--- src/rtl/rx_dma_pkg.sv ---
////////////////////////////////////////////////////////////////////////////
// DMA side definitions
// Write address, byte count, beat types and beat FIFO depth
////////////////////////////////////////////////////////////////////////////

package rx_dma_pkg;

    localparam int ADDR_W         = 32;
    localparam int BEAT_W         = 64;
    localparam int WORDS_PER_BEAT = 4;

    // Beat FIFO, depth in beats
    localparam int FIFO_DEPTH     = 32;
    localparam int FIFO_PTR_W     = $clog2(FIFO_DEPTH);

    typedef logic [ADDR_W-1:0]   addr_t;
    // Byte count rounded up to whole beats
    typedef logic [15:0]         byte_cnt_t;
    typedef logic [BEAT_W-1:0]   beat_t;
    typedef logic [BEAT_W/8-1:0] keep_t;

endpackage

--- src/rtl/tlk_rx_pkg.sv ---
////////////////////////////////////////////////////////////////////////////
// TLK2711 receive link definitions
// K-code words, header flag, frame field types and parser states
////////////////////////////////////////////////////////////////////////////

package tlk_rx_pkg;

    // Idle word {D5.6, K28.5}, K flag on the low byte only
    localparam logic [15:0] SYNC_WORD    = 16'hC5BC;

    // Start of frame {K28.2, K27.7}, both bytes are K characters
    localparam logic [15:0] SOF_WORD     = 16'h5CFB;

    // Two-word frame header flag
    localparam logic [15:0] HEAD_FLAG_HI = 16'hEB90;
    localparam logic [15:0] HEAD_FLAG_LO = 16'hE116;

    typedef logic [15:0] rx_word_t;
    typedef logic [23:0] line_num_t;
    // Frame length in bytes
    typedef logic [15:0] frame_len_t;
    typedef logic [3:0]  data_type_t;
    typedef logic [1:0]  chan_id_t;

    // Frame parser states, one serdes word consumed per state per cycle
    typedef enum logic [3:0] {
        IDLE   = 4'd0,
        SYNC   = 4'd1,
        HEAD   = 4'd2,
        TYPE   = 4'd3,
        LINE   = 4'd4,
        LENGTH = 4'd5,
        DATA   = 4'd6,
        CHECK  = 4'd7,
        END1   = 4'd8,
        END2   = 4'd9
    } rx_state_t;

endpackage

--- src/rtl/rx_frame_if.sv ---
////////////////////////////////////////////////////////////////////////////
// Frame interface from the parser
// Payload words for the packer, header length for the command block
////////////////////////////////////////////////////////////////////////////

`timescale 1ns/10ps

interface rx_frame_if;
    import tlk_rx_pkg::*;

    // Payload stream, no back-pressure
    logic       word_valid;
    rx_word_t   word;
    logic       last_word;

    // Header length, held from the pulse until the next frame
    logic       hdr_valid;
    frame_len_t byte_len;

    modport parser (
        output word_valid, word, last_word, hdr_valid, byte_len
    );

    modport packer (
        input  word_valid, word, last_word
    );

    modport cmd (
        input  hdr_valid, byte_len
    );

endinterface

--- src/rtl/rx_beat_packer.sv ---
////////////////////////////////////////////////////////////////////////////
// Payload beat packer
// Packs four words per 64-bit beat and queues beats for the DMA stream
////////////////////////////////////////////////////////////////////////////

`timescale 1ns/10ps

module rx_beat_packer (
    input  logic              clk,
    input  logic              i_rst,
    input  logic              i_dma_wr_ready,
    rx_frame_if.packer        frm,
    output logic              o_dma_wr_valid,
    output rx_dma_pkg::beat_t o_dma_wr_data,
    output logic              o_fifo_overflow,
    output logic              o_fifo_empty,
    output logic              o_fifo_full
);
    import rx_dma_pkg::*;

    logic [$clog2(WORDS_PER_BEAT)-1:0] lane;
    beat_t                             beat_q;
    beat_t                             beat_nxt;
    logic                              flush;
    logic                              pop;
    beat_t                             fifo_mem [FIFO_DEPTH];
    logic [FIFO_PTR_W:0]               wr_ptr;
    logic [FIFO_PTR_W:0]               rd_ptr;

    ////////////////////////////////////////////////////////////////////////
    // Packing, word k goes to lane k from the low end
    ////////////////////////////////////////////////////////////////////////
    always_comb begin
        // A fresh beat starts from zero so short frames come out padded
        beat_nxt = (lane == '0) ? '0 : beat_q;
        beat_nxt[lane * (BEAT_W / WORDS_PER_BEAT) +: (BEAT_W / WORDS_PER_BEAT)] = frm.word;
    end

    assign flush = frm.word_valid && ((&lane) || frm.last_word);

    always_ff @(posedge clk) begin
        if (i_rst)
            lane <= '0;
        else if (frm.word_valid)
            lane <= flush ? '0 : lane + 1'b1;
    end

    always_ff @(posedge clk) begin
        if (frm.word_valid)
            beat_q <= beat_nxt;
    end

    ////////////////////////////////////////////////////////////////////////
    // First-word-fall-through beat FIFO
    ////////////////////////////////////////////////////////////////////////
    assign o_fifo_empty   = (wr_ptr == rd_ptr);
    assign o_fifo_full    = (wr_ptr[FIFO_PTR_W] != rd_ptr[FIFO_PTR_W]) &&
                            (wr_ptr[FIFO_PTR_W-1:0] == rd_ptr[FIFO_PTR_W-1:0]);
    assign o_dma_wr_valid = !o_fifo_empty;
    assign o_dma_wr_data  = fifo_mem[rd_ptr[FIFO_PTR_W-1:0]];
    assign pop            = o_dma_wr_valid && i_dma_wr_ready;

    always_ff @(posedge clk) begin
        if (flush && !o_fifo_full)
            fifo_mem[wr_ptr[FIFO_PTR_W-1:0]] <= beat_nxt;
    end

    always_ff @(posedge clk) begin
        if (i_rst) begin
            wr_ptr          <= '0;
            rd_ptr          <= '0;
            o_fifo_overflow <= 1'b0;
        end else begin
            if (flush && !o_fifo_full)
                wr_ptr <= wr_ptr + 1'b1;
            if (pop)
                rd_ptr <= rd_ptr + 1'b1;
            // Beat dropped on a full FIFO, flag stays until reset
            if (flush && o_fifo_full)
                o_fifo_overflow <= 1'b1;
        end
    end

endmodule

--- src/rtl/rx_frame_parser.sv ---
////////////////////////////////////////////////////////////////////////////
// TLK2711 receive frame parser
// Locks on sync and start of frame, captures the header, checks the sum
////////////////////////////////////////////////////////////////////////////

`timescale 1ns/10ps

module rx_frame_parser (
    input  logic                   clk,
    input  logic                   i_rst,
    input  logic                   i_rkmsb,
    input  logic                   i_rklsb,
    input  tlk_rx_pkg::rx_word_t   i_rxd,
    rx_frame_if.parser             frm,
    output tlk_rx_pkg::line_num_t  o_line_num,
    output tlk_rx_pkg::frame_len_t o_frame_len,
    output tlk_rx_pkg::data_type_t o_data_type,
    output tlk_rx_pkg::chan_id_t   o_channel_id,
    output logic                   o_file_end,
    output logic                   o_checksum_err,
    output tlk_rx_pkg::rx_state_t  o_state
);
    import tlk_rx_pkg::*;

    rx_state_t   state;
    rx_state_t   state_nxt;
    rx_word_t    prev_word;
    rx_word_t    type_word;
    rx_word_t    line_word;
    frame_len_t  len_q;
    rx_word_t    checksum;
    logic [14:0] word_cnt;
    logic        data_last;

    // Payload is length/2 words, length is at least 2
    assign data_last    = (word_cnt == len_q[15:1] - 15'd1);
    assign frm.byte_len = len_q;
    assign o_state      = state;

    ////////////////////////////////////////////////////////////////////////
    // Next state
    ////////////////////////////////////////////////////////////////////////
    always_comb begin
        state_nxt = state;
        case (state)
            IDLE: begin
                if (!i_rkmsb && i_rklsb && i_rxd == SYNC_WORD)
                    state_nxt = SYNC;
            end
            SYNC: begin
                // Idle words keep the lock, anything else drops it
                if (i_rkmsb && i_rklsb && i_rxd == SOF_WORD)
                    state_nxt = HEAD;
                else if (!(!i_rkmsb && i_rklsb && i_rxd == SYNC_WORD))
                    state_nxt = IDLE;
            end
            HEAD: begin
                if (prev_word == HEAD_FLAG_HI && i_rxd == HEAD_FLAG_LO)
                    state_nxt = TYPE;
            end
            TYPE:   state_nxt = LINE;
            LINE:   state_nxt = LENGTH;
            LENGTH: state_nxt = DATA;
            DATA: begin
                if (data_last)
                    state_nxt = CHECK;
            end
            CHECK:  state_nxt = END1;
            // Frame end K codes are not checked
            END1:   state_nxt = END2;
            END2:   state_nxt = IDLE;
            default: state_nxt = IDLE;
        endcase
    end

    ////////////////////////////////////////////////////////////////////////
    // Control and frame interface strobes
    ////////////////////////////////////////////////////////////////////////
    always_ff @(posedge clk) begin
        if (i_rst) begin
            state          <= IDLE;
            word_cnt       <= '0;
            frm.word_valid <= 1'b0;
            frm.last_word  <= 1'b0;
            frm.hdr_valid  <= 1'b0;
        end else begin
            state          <= state_nxt;
            word_cnt       <= (state == DATA) ? word_cnt + 15'd1 : '0;
            frm.word_valid <= (state == DATA);
            frm.last_word  <= (state == DATA) && data_last;
            frm.hdr_valid  <= (state == LENGTH);
        end
    end

    // Word history, header words and running checksum
    always_ff @(posedge clk) begin
        prev_word <= i_rxd;
        frm.word  <= i_rxd;
        if (state == TYPE)
            type_word <= i_rxd;
        if (state == LINE)
            line_word <= i_rxd;
        if (state == LENGTH)
            len_q <= i_rxd;
        if (state inside {TYPE, LINE, LENGTH, DATA})
            checksum <= checksum + i_rxd;
        else
            checksum <= '0;
    end

    // Header fields published together with the checksum result
    always_ff @(posedge clk) begin
        if (i_rst) begin
            o_line_num     <= '0;
            o_frame_len    <= '0;
            o_data_type    <= '0;
            o_channel_id   <= '0;
            o_file_end     <= 1'b0;
            o_checksum_err <= 1'b0;
        end else if (state == CHECK) begin
            // Type word: file_end[15:14], channel[13:12], type[11:8], line hi
            o_file_end     <= type_word[14];
            o_channel_id   <= type_word[13:12];
            o_data_type    <= type_word[11:8];
            o_line_num     <= {type_word[7:0], line_word};
            o_frame_len    <= len_q;
            o_checksum_err <= (checksum != i_rxd);
        end
    end

endmodule

--- src/rtl/rx_wr_cmd_gen.sv ---
////////////////////////////////////////////////////////////////////////////
// DMA write command generator
// Tracks the write address and requests one command per frame
////////////////////////////////////////////////////////////////////////////

`timescale 1ns/10ps

module rx_wr_cmd_gen (
    input  logic                  clk,
    input  logic                  i_rst,
    input  logic                  i_rx_start,
    input  rx_dma_pkg::addr_t     i_rx_base_addr,
    input  logic                  i_wr_cmd_ack,
    rx_frame_if.cmd               frm,
    output logic                  o_wr_cmd_req,
    output rx_dma_pkg::addr_t     o_wr_cmd_addr,
    output rx_dma_pkg::byte_cnt_t o_wr_cmd_len
);
    import rx_dma_pkg::*;

    // Four-phase request handshake
    typedef enum logic [1:0] {IDLE, REQ, WAIT_LOW} cmd_state_t;

    cmd_state_t state;
    byte_cnt_t  hdr_cnt;
    byte_cnt_t  pend_cnt;
    byte_cnt_t  cmd_cnt;
    addr_t      wr_addr;
    addr_t      cur_addr;
    logic       pend;
    logic       launch;

    // Length rounded up to whole 8-byte beats
    assign hdr_cnt  = {frm.byte_len[15:3] + 13'(|frm.byte_len[2:0]), 3'b000};

    // The pending command goes first, a new header waits behind it
    assign launch   = (state == IDLE) && (pend || frm.hdr_valid);
    assign cmd_cnt  = pend ? pend_cnt : hdr_cnt;
    assign cur_addr = i_rx_start ? i_rx_base_addr : wr_addr;

    assign o_wr_cmd_req = (state == REQ);

    always_ff @(posedge clk) begin
        if (i_rst) begin
            state   <= IDLE;
            pend    <= 1'b0;
            wr_addr <= '0;
        end else begin
            case (state)
                IDLE:     if (launch) state <= REQ;
                REQ:      if (i_wr_cmd_ack) state <= WAIT_LOW;
                WAIT_LOW: if (!i_wr_cmd_ack) state <= IDLE;
                default:  state <= IDLE;
            endcase

            if (launch)
                pend <= pend && frm.hdr_valid;
            else if (frm.hdr_valid)
                pend <= 1'b1;

            if (launch)
                wr_addr <= cur_addr + addr_t'(cmd_cnt);
            else if (i_rx_start)
                wr_addr <= i_rx_base_addr;
        end
    end

    // Command fields, stable for the whole request
    always_ff @(posedge clk) begin
        if (frm.hdr_valid)
            pend_cnt <= hdr_cnt;
        if (launch) begin
            o_wr_cmd_addr <= cur_addr;
            o_wr_cmd_len  <= cmd_cnt;
        end
    end

endmodule

--- src/rtl/tlk2711_rx_link.sv ---
////////////////////////////////////////////////////////////////////////////
// TLK2711 receive link top level
// Frame parser, beat packer and DMA write command generator
////////////////////////////////////////////////////////////////////////////

`timescale 1ns/10ps

module tlk2711_rx_link (
    input  logic                   clk,
    input  logic                   i_rst,

    // Serdes receive side
    input  logic                   i_2711_rkmsb,
    input  logic                   i_2711_rklsb,
    input  tlk_rx_pkg::rx_word_t   i_2711_rxd,

    // DMA write command, four-phase req/ack
    input  logic                   i_rx_start,
    input  rx_dma_pkg::addr_t      i_rx_base_addr,
    input  logic                   i_wr_cmd_ack,
    output logic                   o_wr_cmd_req,
    output rx_dma_pkg::addr_t      o_wr_cmd_addr,
    output rx_dma_pkg::byte_cnt_t  o_wr_cmd_len,

    // DMA write stream
    input  logic                   i_dma_wr_ready,
    output logic                   o_dma_wr_valid,
    output rx_dma_pkg::beat_t      o_dma_wr_data,
    output rx_dma_pkg::keep_t      o_dma_wr_keep,

    // Frame header and status
    output logic                   o_hdr_valid,
    output tlk_rx_pkg::line_num_t  o_line_num,
    output tlk_rx_pkg::frame_len_t o_frame_len,
    output tlk_rx_pkg::data_type_t o_data_type,
    output tlk_rx_pkg::chan_id_t   o_channel_id,
    output logic                   o_file_end,
    output logic                   o_rx_checksum_err,
    output logic                   o_fifo_overflow,
    output logic [5:0]             o_rx_status
);
    import tlk_rx_pkg::*;

    rx_frame_if frm ();

    rx_state_t rx_state;
    logic      fifo_empty;
    logic      fifo_full;

    assign o_hdr_valid   = frm.hdr_valid;
    assign o_dma_wr_keep = '1;
    assign o_rx_status   = {fifo_empty, fifo_full, rx_state};

    rx_frame_parser rx_frame_parser_inst (
        .clk            (clk),
        .i_rst          (i_rst),
        .i_rkmsb        (i_2711_rkmsb),
        .i_rklsb        (i_2711_rklsb),
        .i_rxd          (i_2711_rxd),
        .frm            (frm.parser),
        .o_line_num     (o_line_num),
        .o_frame_len    (o_frame_len),
        .o_data_type    (o_data_type),
        .o_channel_id   (o_channel_id),
        .o_file_end     (o_file_end),
        .o_checksum_err (o_rx_checksum_err),
        .o_state        (rx_state)
    );

    rx_beat_packer rx_beat_packer_inst (
        .clk             (clk),
        .i_rst           (i_rst),
        .i_dma_wr_ready  (i_dma_wr_ready),
        .frm             (frm.packer),
        .o_dma_wr_valid  (o_dma_wr_valid),
        .o_dma_wr_data   (o_dma_wr_data),
        .o_fifo_overflow (o_fifo_overflow),
        .o_fifo_empty    (fifo_empty),
        .o_fifo_full     (fifo_full)
    );

    rx_wr_cmd_gen rx_wr_cmd_gen_inst (
        .clk            (clk),
        .i_rst          (i_rst),
        .i_rx_start     (i_rx_start),
        .i_rx_base_addr (i_rx_base_addr),
        .i_wr_cmd_ack   (i_wr_cmd_ack),
        .frm            (frm.cmd),
        .o_wr_cmd_req   (o_wr_cmd_req),
        .o_wr_cmd_addr  (o_wr_cmd_addr),
        .o_wr_cmd_len   (o_wr_cmd_len)
    );

endmodule

--- config.mk ---
export PLATFORM = sky130hd
export DESIGN_NAME = tlk2711_rx_link
export DESIGN_NICKNAME = d
export VERILOG_FILES = /design/src/rtl/rx_dma_pkg.sv /design/src/rtl/tlk_rx_pkg.sv /design/src/rtl/rx_frame_if.sv /design/src/rtl/rx_beat_packer.sv /design/src/rtl/rx_frame_parser.sv /design/src/rtl/rx_wr_cmd_gen.sv /design/src/rtl/tlk2711_rx_link.sv
export SDC_FILE = /design/constraint.sdc
export NUM_CORES = 2
export LEC_CHECK = 0
export BUFFER_PORTS_ARGS = -buffer_cell sky130_fd_sc_hd__buf_2
export CORE_MARGIN = 1.5
export CORE_UTILIZATION = 46
export DETAILED_ROUTE_END_ITERATION = 10
export MAX_ROUTING_LAYER = met4
export SYNTH_ARGS = -nofsm -noshare
export SYNTH_HDL_FRONTEND = slang
export SYNTH_SLANG_ARGS = --single-unit
--- constraint.sdc ---
create_clock -name clk -period 10.2 [get_ports clk]
set_clock_uncertainty 0.05 [all_clocks]
set_input_delay 0.51 -clock clk [delete_from_list [all_inputs] [get_ports clk]]
set_output_delay 0.51 -clock clk [all_outputs]
set_load 0.01 [all_outputs]
# Word-level counts from Yosys, hierarchy flattened
# Memories as Yosys holds them, arrays and structs flattened. A register that Yosys moved wholly into a read port is not among the register bits.
# Index checks and enable logic that the tools add are counted.
# classes
addsub	9
n_lt_le_gt_ge	0
div	0
shifts	2
eq_ne	26
n_bitwise	1
n_mux	22
n_reduce_logical	28
mul	0
# op_table
operator	count
64-bit bitwise mux	1
32-bit two-way mux	2
64-bit two-way mux	1
16-bit by 34-bit variable shift with 64-bit output, first input constant	1
16-bit by 34-bit variable part select with 64-bit output	1
16-bit equality test, second input constant	3
4-bit one-hot mux with 9 select lines	1
6-bit negation with 34-bit output	1
32-bit by 16-bit adder with 32-bit output	1
4-bit two-way mux	5
16-bit adder	1
16-bit by 15-bit equality test with 1-bit output, second input constant	1
4-bit by 3-bit equality test with 1-bit output, second input constant	4
16-bit two-way mux	1
16-bit inequality test	1
15-bit by 1-bit adder with 15-bit output, second input constant	1
15-bit equality test	1
15-bit by 1-bit subtractor with 15-bit output, second input constant	1
13-bit by 1-bit adder with 13-bit output	1
1-bit logical AND	13
6-bit by 1-bit adder with 6-bit output, second input constant	2
5-bit two-way mux	2
4-bit by 2-bit equality test with 1-bit output, second input constant	2
2-bit two-way mux	4
other kinds (25)	36
# word_totals
latchBits	0
wordCells	116
regBits	324
mem_bits_rw	2048
memories	1
rom_bits	0
out_inout_bits	178
# memory_table
memory	depth	word_bits	rd	rd_clocked_by_memory_dff	write_ports	line_no	rtl
rx_beat_packer_inst.fifo_mem	32	64	1	1	1	rx_beat_packer.sv:26	beat_t fifo_mem [FIFO_DEPTH];

# Logic depth before layout (Yosys ltp)
# logic_depth
depth_word	6
depth_mapped	16
mapped_depth_nobuf	15

# Modules after synthesis
# Synthesis repeated with hierarchy kept, for this count alone.
# hier_totals
cells_unflattened	4957
hier_area_um2	92376.1
# by_module_without_submodules
module	cells_each	area_each_um2	instances
rx_beat_packer	3914	81394.3	1
rx_frame_parser	613	6085.8	1
rx_wr_cmd_gen	419	4817.1	1
tlk2711_rx_link	11	78.8	1

# Least setup slack after synthesis
# OpenSTA, ideal clock, no wires.
# synth_path
kind	reg-to-reg
start	register rx_frame_parser_inst.frm.word_valid
end	memory rx_beat_packer_inst.fifo_mem[15][0] (netlist name) (enable)
path_slack_ns	3.958
t_required_ns	9.662
t_arrival_ns	5.704
n_path_buf	0
stages_incl_launch_ff	5
path_cell_list	dfxtp_1 o21ai_0 a31oi_1 nand2_1 nor2_1
# synth_between
elab_chain_len	4
# synth_rtl
item	line_no	rtl
start, declared	rx_frame_if.sv:21	output word_valid, word, last_word, hdr_valid, byte_len
start signal, assigned	rx_frame_parser.sv:89	frm.word_valid <= (state == DATA);
1-bit logical AND	rx_beat_packer.sv:39	assign flush = frm.word_valid && ((&lane) || frm.last_word);
1-bit logical AND	rx_beat_packer.sv:64	if (flush && !o_fifo_full)
1-bit two-way mux	rx_beat_packer.sv:64	
1-bit two-way mux (not written as such)	rx_beat_packer.sv:65	fifo_mem[wr_ptr[FIFO_PTR_W-1:0]] <= beat_nxt;
end, declared	rx_beat_packer.sv:26	
# Every way passes these cells.

==> metrics.yaml <==
grt_pass1_vias: 44700
syn2layout_area_growth_pct: 14.0
cp_max_fo: 71
grt.total_usage: 0.230
die-area_mm2: 0.202
grt.overflow.total: 0
route.detailed.wl_per_inst_um: 30.4
worstPathArrival_ns: 5.04
hold_viol: 0
grt_max_degree: 125
die_width_um: 449
r2r_setup_slack_ns: 5.50
power_per_cell_area_mw_per_mm2: 184
first_iter_violations: 5248
htreeDepth: 4
synth.distinct_cells: 75
core_mm2: 0.197
cts-root-buf: "clkbuf_16"
place_inst: 6948
fmax_ghz: 0.179
ys_warn_count: 0
hold_path.class: "in2reg"
n_fill_cell: 15300
cts_num_sinks: 2374
drive_above_1_share: 0.307
finalCriticalPeriod_ns: 5.60
row_count: 163
initial_core_util: 0.463
routed_wl_um: 226000
clk_path_buf_depth: 3
synthesis.area_mm2: 0.0915
syn_inst: 4187
vias: 44000
clock_latency_ns: 0.87
ys.flop_type: "edfxtp_1"
maxCapViolCount: 0
cts_buffers: 234
outcome: "complete, no violations"
rsz0062_at_grt: "no"
synth_seq_cells: 2374
antenna_left: 0
p_leak_nw: 29.8
cts_resized: 0
die_h_um: 449
pin_count: 233
cts_tree: "built"
setup_viol: 0
nets: 4692
seqCellArea_mm2: 0.0697
final_cells: 7434
start_kind: "flop"
syn_area_per_cell_um2: 21.8
port_buffers: 221
place_hpwl_um: 121000
synth-edff-count: 2217
multi_input_area_mm2: 0.0210
end_kind: "primary output"
drcViolationCount: 0
async_flop_share: 0
cp.required_ns: 9.64
seq_area_frac_synth: 0.762
clkTransAtPathRegs_ns: 0.06
post-cts-setup-buffer-count: 0
slew_headroom: 0.100
routed_via_density: 5.92
routabilityCongestion: 0.806
irDropWorstVdd_v: 0.000166
antenna_found_initial: 10
tightestPinTransition_ns: 1.35
worstSetupPathType: "reg2out"
final.setup.tns_ns: 0
drv_slew: 0
grt_pass1_wl_um: 322000
finalCritPeriodShare: 0.549
firstDrtPassIters: 5
==> stage by stage <==
stage               setup slack, ns  power [mW]   util  hold slack [ns]  area, um^2
finish                         4.60        19.2  0.528           0.0974      104000
global route                   4.22        19.7  0.528           0.0882      104000
CTS                            4.40        19.4  0.528           0.0153      104000
detailed placement             5.37        10.9  0.487            0.393       96200
global placement               5.37        10.9  0.487            0.391       96200
floorplan                      3.96        10.8      -            0.401       91500
==> cells by family after synthesis <==
family / Yosys count / share of synthesized area
flip-flops: 2374 / 0.762
adder cells (fa/ha/maj): 44 / 0.00618
other: 2 / 0.0000821
buffers and inverters: 254 / 0.0119
AND/OR/NAND/NOR: 442 / 0.0230
multiplexers: 751 / 0.171
AO/OA/AOI/OAI: 231 / 0.0172
XOR/XNOR: 89 / 0.00852
==> report_power, final <==
group | switching [mW] | total (mW) | internal (mW)
registers | 0.0137 | 10.5 | 10.5
logic | 0.103 | 0.158 | 0.0553
clock network | 3.64 | 8.50 | 4.86
==> cell usage in the layout (no fill, tap or decap), types with 59 or more instances in the layout <==
cell type and n:
clkbuf_16 239, mux4_2 640, buf_4 113, dfxtp_1 151
edfxtp_1 2217, nor2_1 94, clkbuf_1 59, buf_2 220
nand2_1 151, a21oi_1 85, mux2_2 98, a22o_1 60
==> flip-flops by register name, summed over array words and instances, names as in the netlist, 6 cells and up, named ones only <==
name / count
rx_beat_packer_inst.beat_q: 64
rx_beat_packer_inst.fifo_mem: 2048
rx_beat_packer_inst.rd_ptr: 6
rx_beat_packer_inst.wr_ptr: 6
rx_frame_parser_inst.checksum: 16
rx_frame_parser_inst.frm.byte_len: 16
rx_frame_parser_inst.frm.word: 16
rx_frame_parser_inst.line_word: 16
rx_frame_parser_inst.o_frame_len: 16
rx_frame_parser_inst.o_line_num: 24
rx_frame_parser_inst.type_word: 15
rx_frame_parser_inst.word_cnt: 15
rx_wr_cmd_gen_inst.o_wr_cmd_addr: 32
rx_wr_cmd_gen_inst.o_wr_cmd_len: 13
rx_wr_cmd_gen_inst.pend_cnt: 13
rx_wr_cmd_gen_inst.wr_addr: 32
==> synthesized netlist by cell type (3+ instances only) <==
cell,count,share of area
or2_2,4,0.00027
xnor2_1,45,0.0043
and2_1,3,0.00021
a31oi_1,4,0.00027
a21o_1,5,0.00041
a22o_1,60,0.0057
nor2_1,127,0.0052
a22o_2,4,0.00044
nand4_1,15,0.0010
nor4b_1,5,0.00048
xor2_1,44,0.0042
dfxtp_1,157,0.034
or3_1,9,0.00062
nor3b_1,4,0.00033
buf_2,51,0.0028
and3_1,6,0.00041
ha_1,42,0.0057
inv_1,29,0.0012
a21oi_1,85,0.0047
nand3b_1,8,0.00066
mux4_2,640,0.16
nor3_1,32,0.0018
o21a_1,8,0.00066
nand3_1,28,0.0015
mux2i_1,13,0.0014
o21ai_0,29,0.0016
a211oi_2,3,0.00041
nor4_1,10,0.00068
nand2_1,151,0.0062
buf_1,21,0.00086
o31ai_1,4,0.00033
edfxtp_1,2217,0.73
mux2_2,98,0.012
nor2b_1,12,0.00082
buf_4,14,0.0011
o211ai_1,3,0.00025
nand2b_1,7,0.00048
o31a_1,3,0.00029
clkbuf_1,136,0.0056
a211oi_1,6,0.00049
==> final cells by class <==
class                   count  share of cell area
clock buffers             305              0.0604
clock inverters           127              0.0121
diodes                      5            0.000120
multi-input cells        1568               0.201
flip-flops and latches   2374               0.669
well taps                2640              0.0317
repair buffers            386              0.0242
inverters                  29             0.00104
==> path summary, 6_finish.rpt <==
check,startpoint,endpoint,cells after the start
worst max-delay path,flop,o_dma_wr_data[28],6
worst min-delay path,i_2711_rkmsb,rx_frame_parser_inst.o_state[1],5
worst max register to register,rx_frame_parser_inst.frm.byte_len[1],rx_wr_cmd_gen_inst.wr_addr[31],14
worst min register to register,rx_frame_parser_inst.o_line_num[6],rx_frame_parser_inst.o_line_num[6],2
==> layer usage <==
layer	routed length, um	vias to the layer above	track usage	share of wire
li1	-	18300	-	-
met1	95700	23800	0.321	0.42
met2	109000	1609	0.356	0.48
met3	15000	327	0.0357	0.066
met4	5660	0	0.0637	0.025
met5	0	-	-	0
==> critical path, cell delays in order, from the launching register on <==
cell and delay, ns:
dfxtp_4 0.95, buf_4 0.97, buf_4 0.75, mux4_2 0.42, mux4_2 0.52, mux2_2 0.30, buf_2 0.14
==> repair_timing <==
action / in CTS / in global routing
hold endpoints to repair: 120 / 0
hold buffers: 49 / 0
endpoints found under the setup margin: 0 / 0
Note: power is estimated with default switching activity, not from simulation.
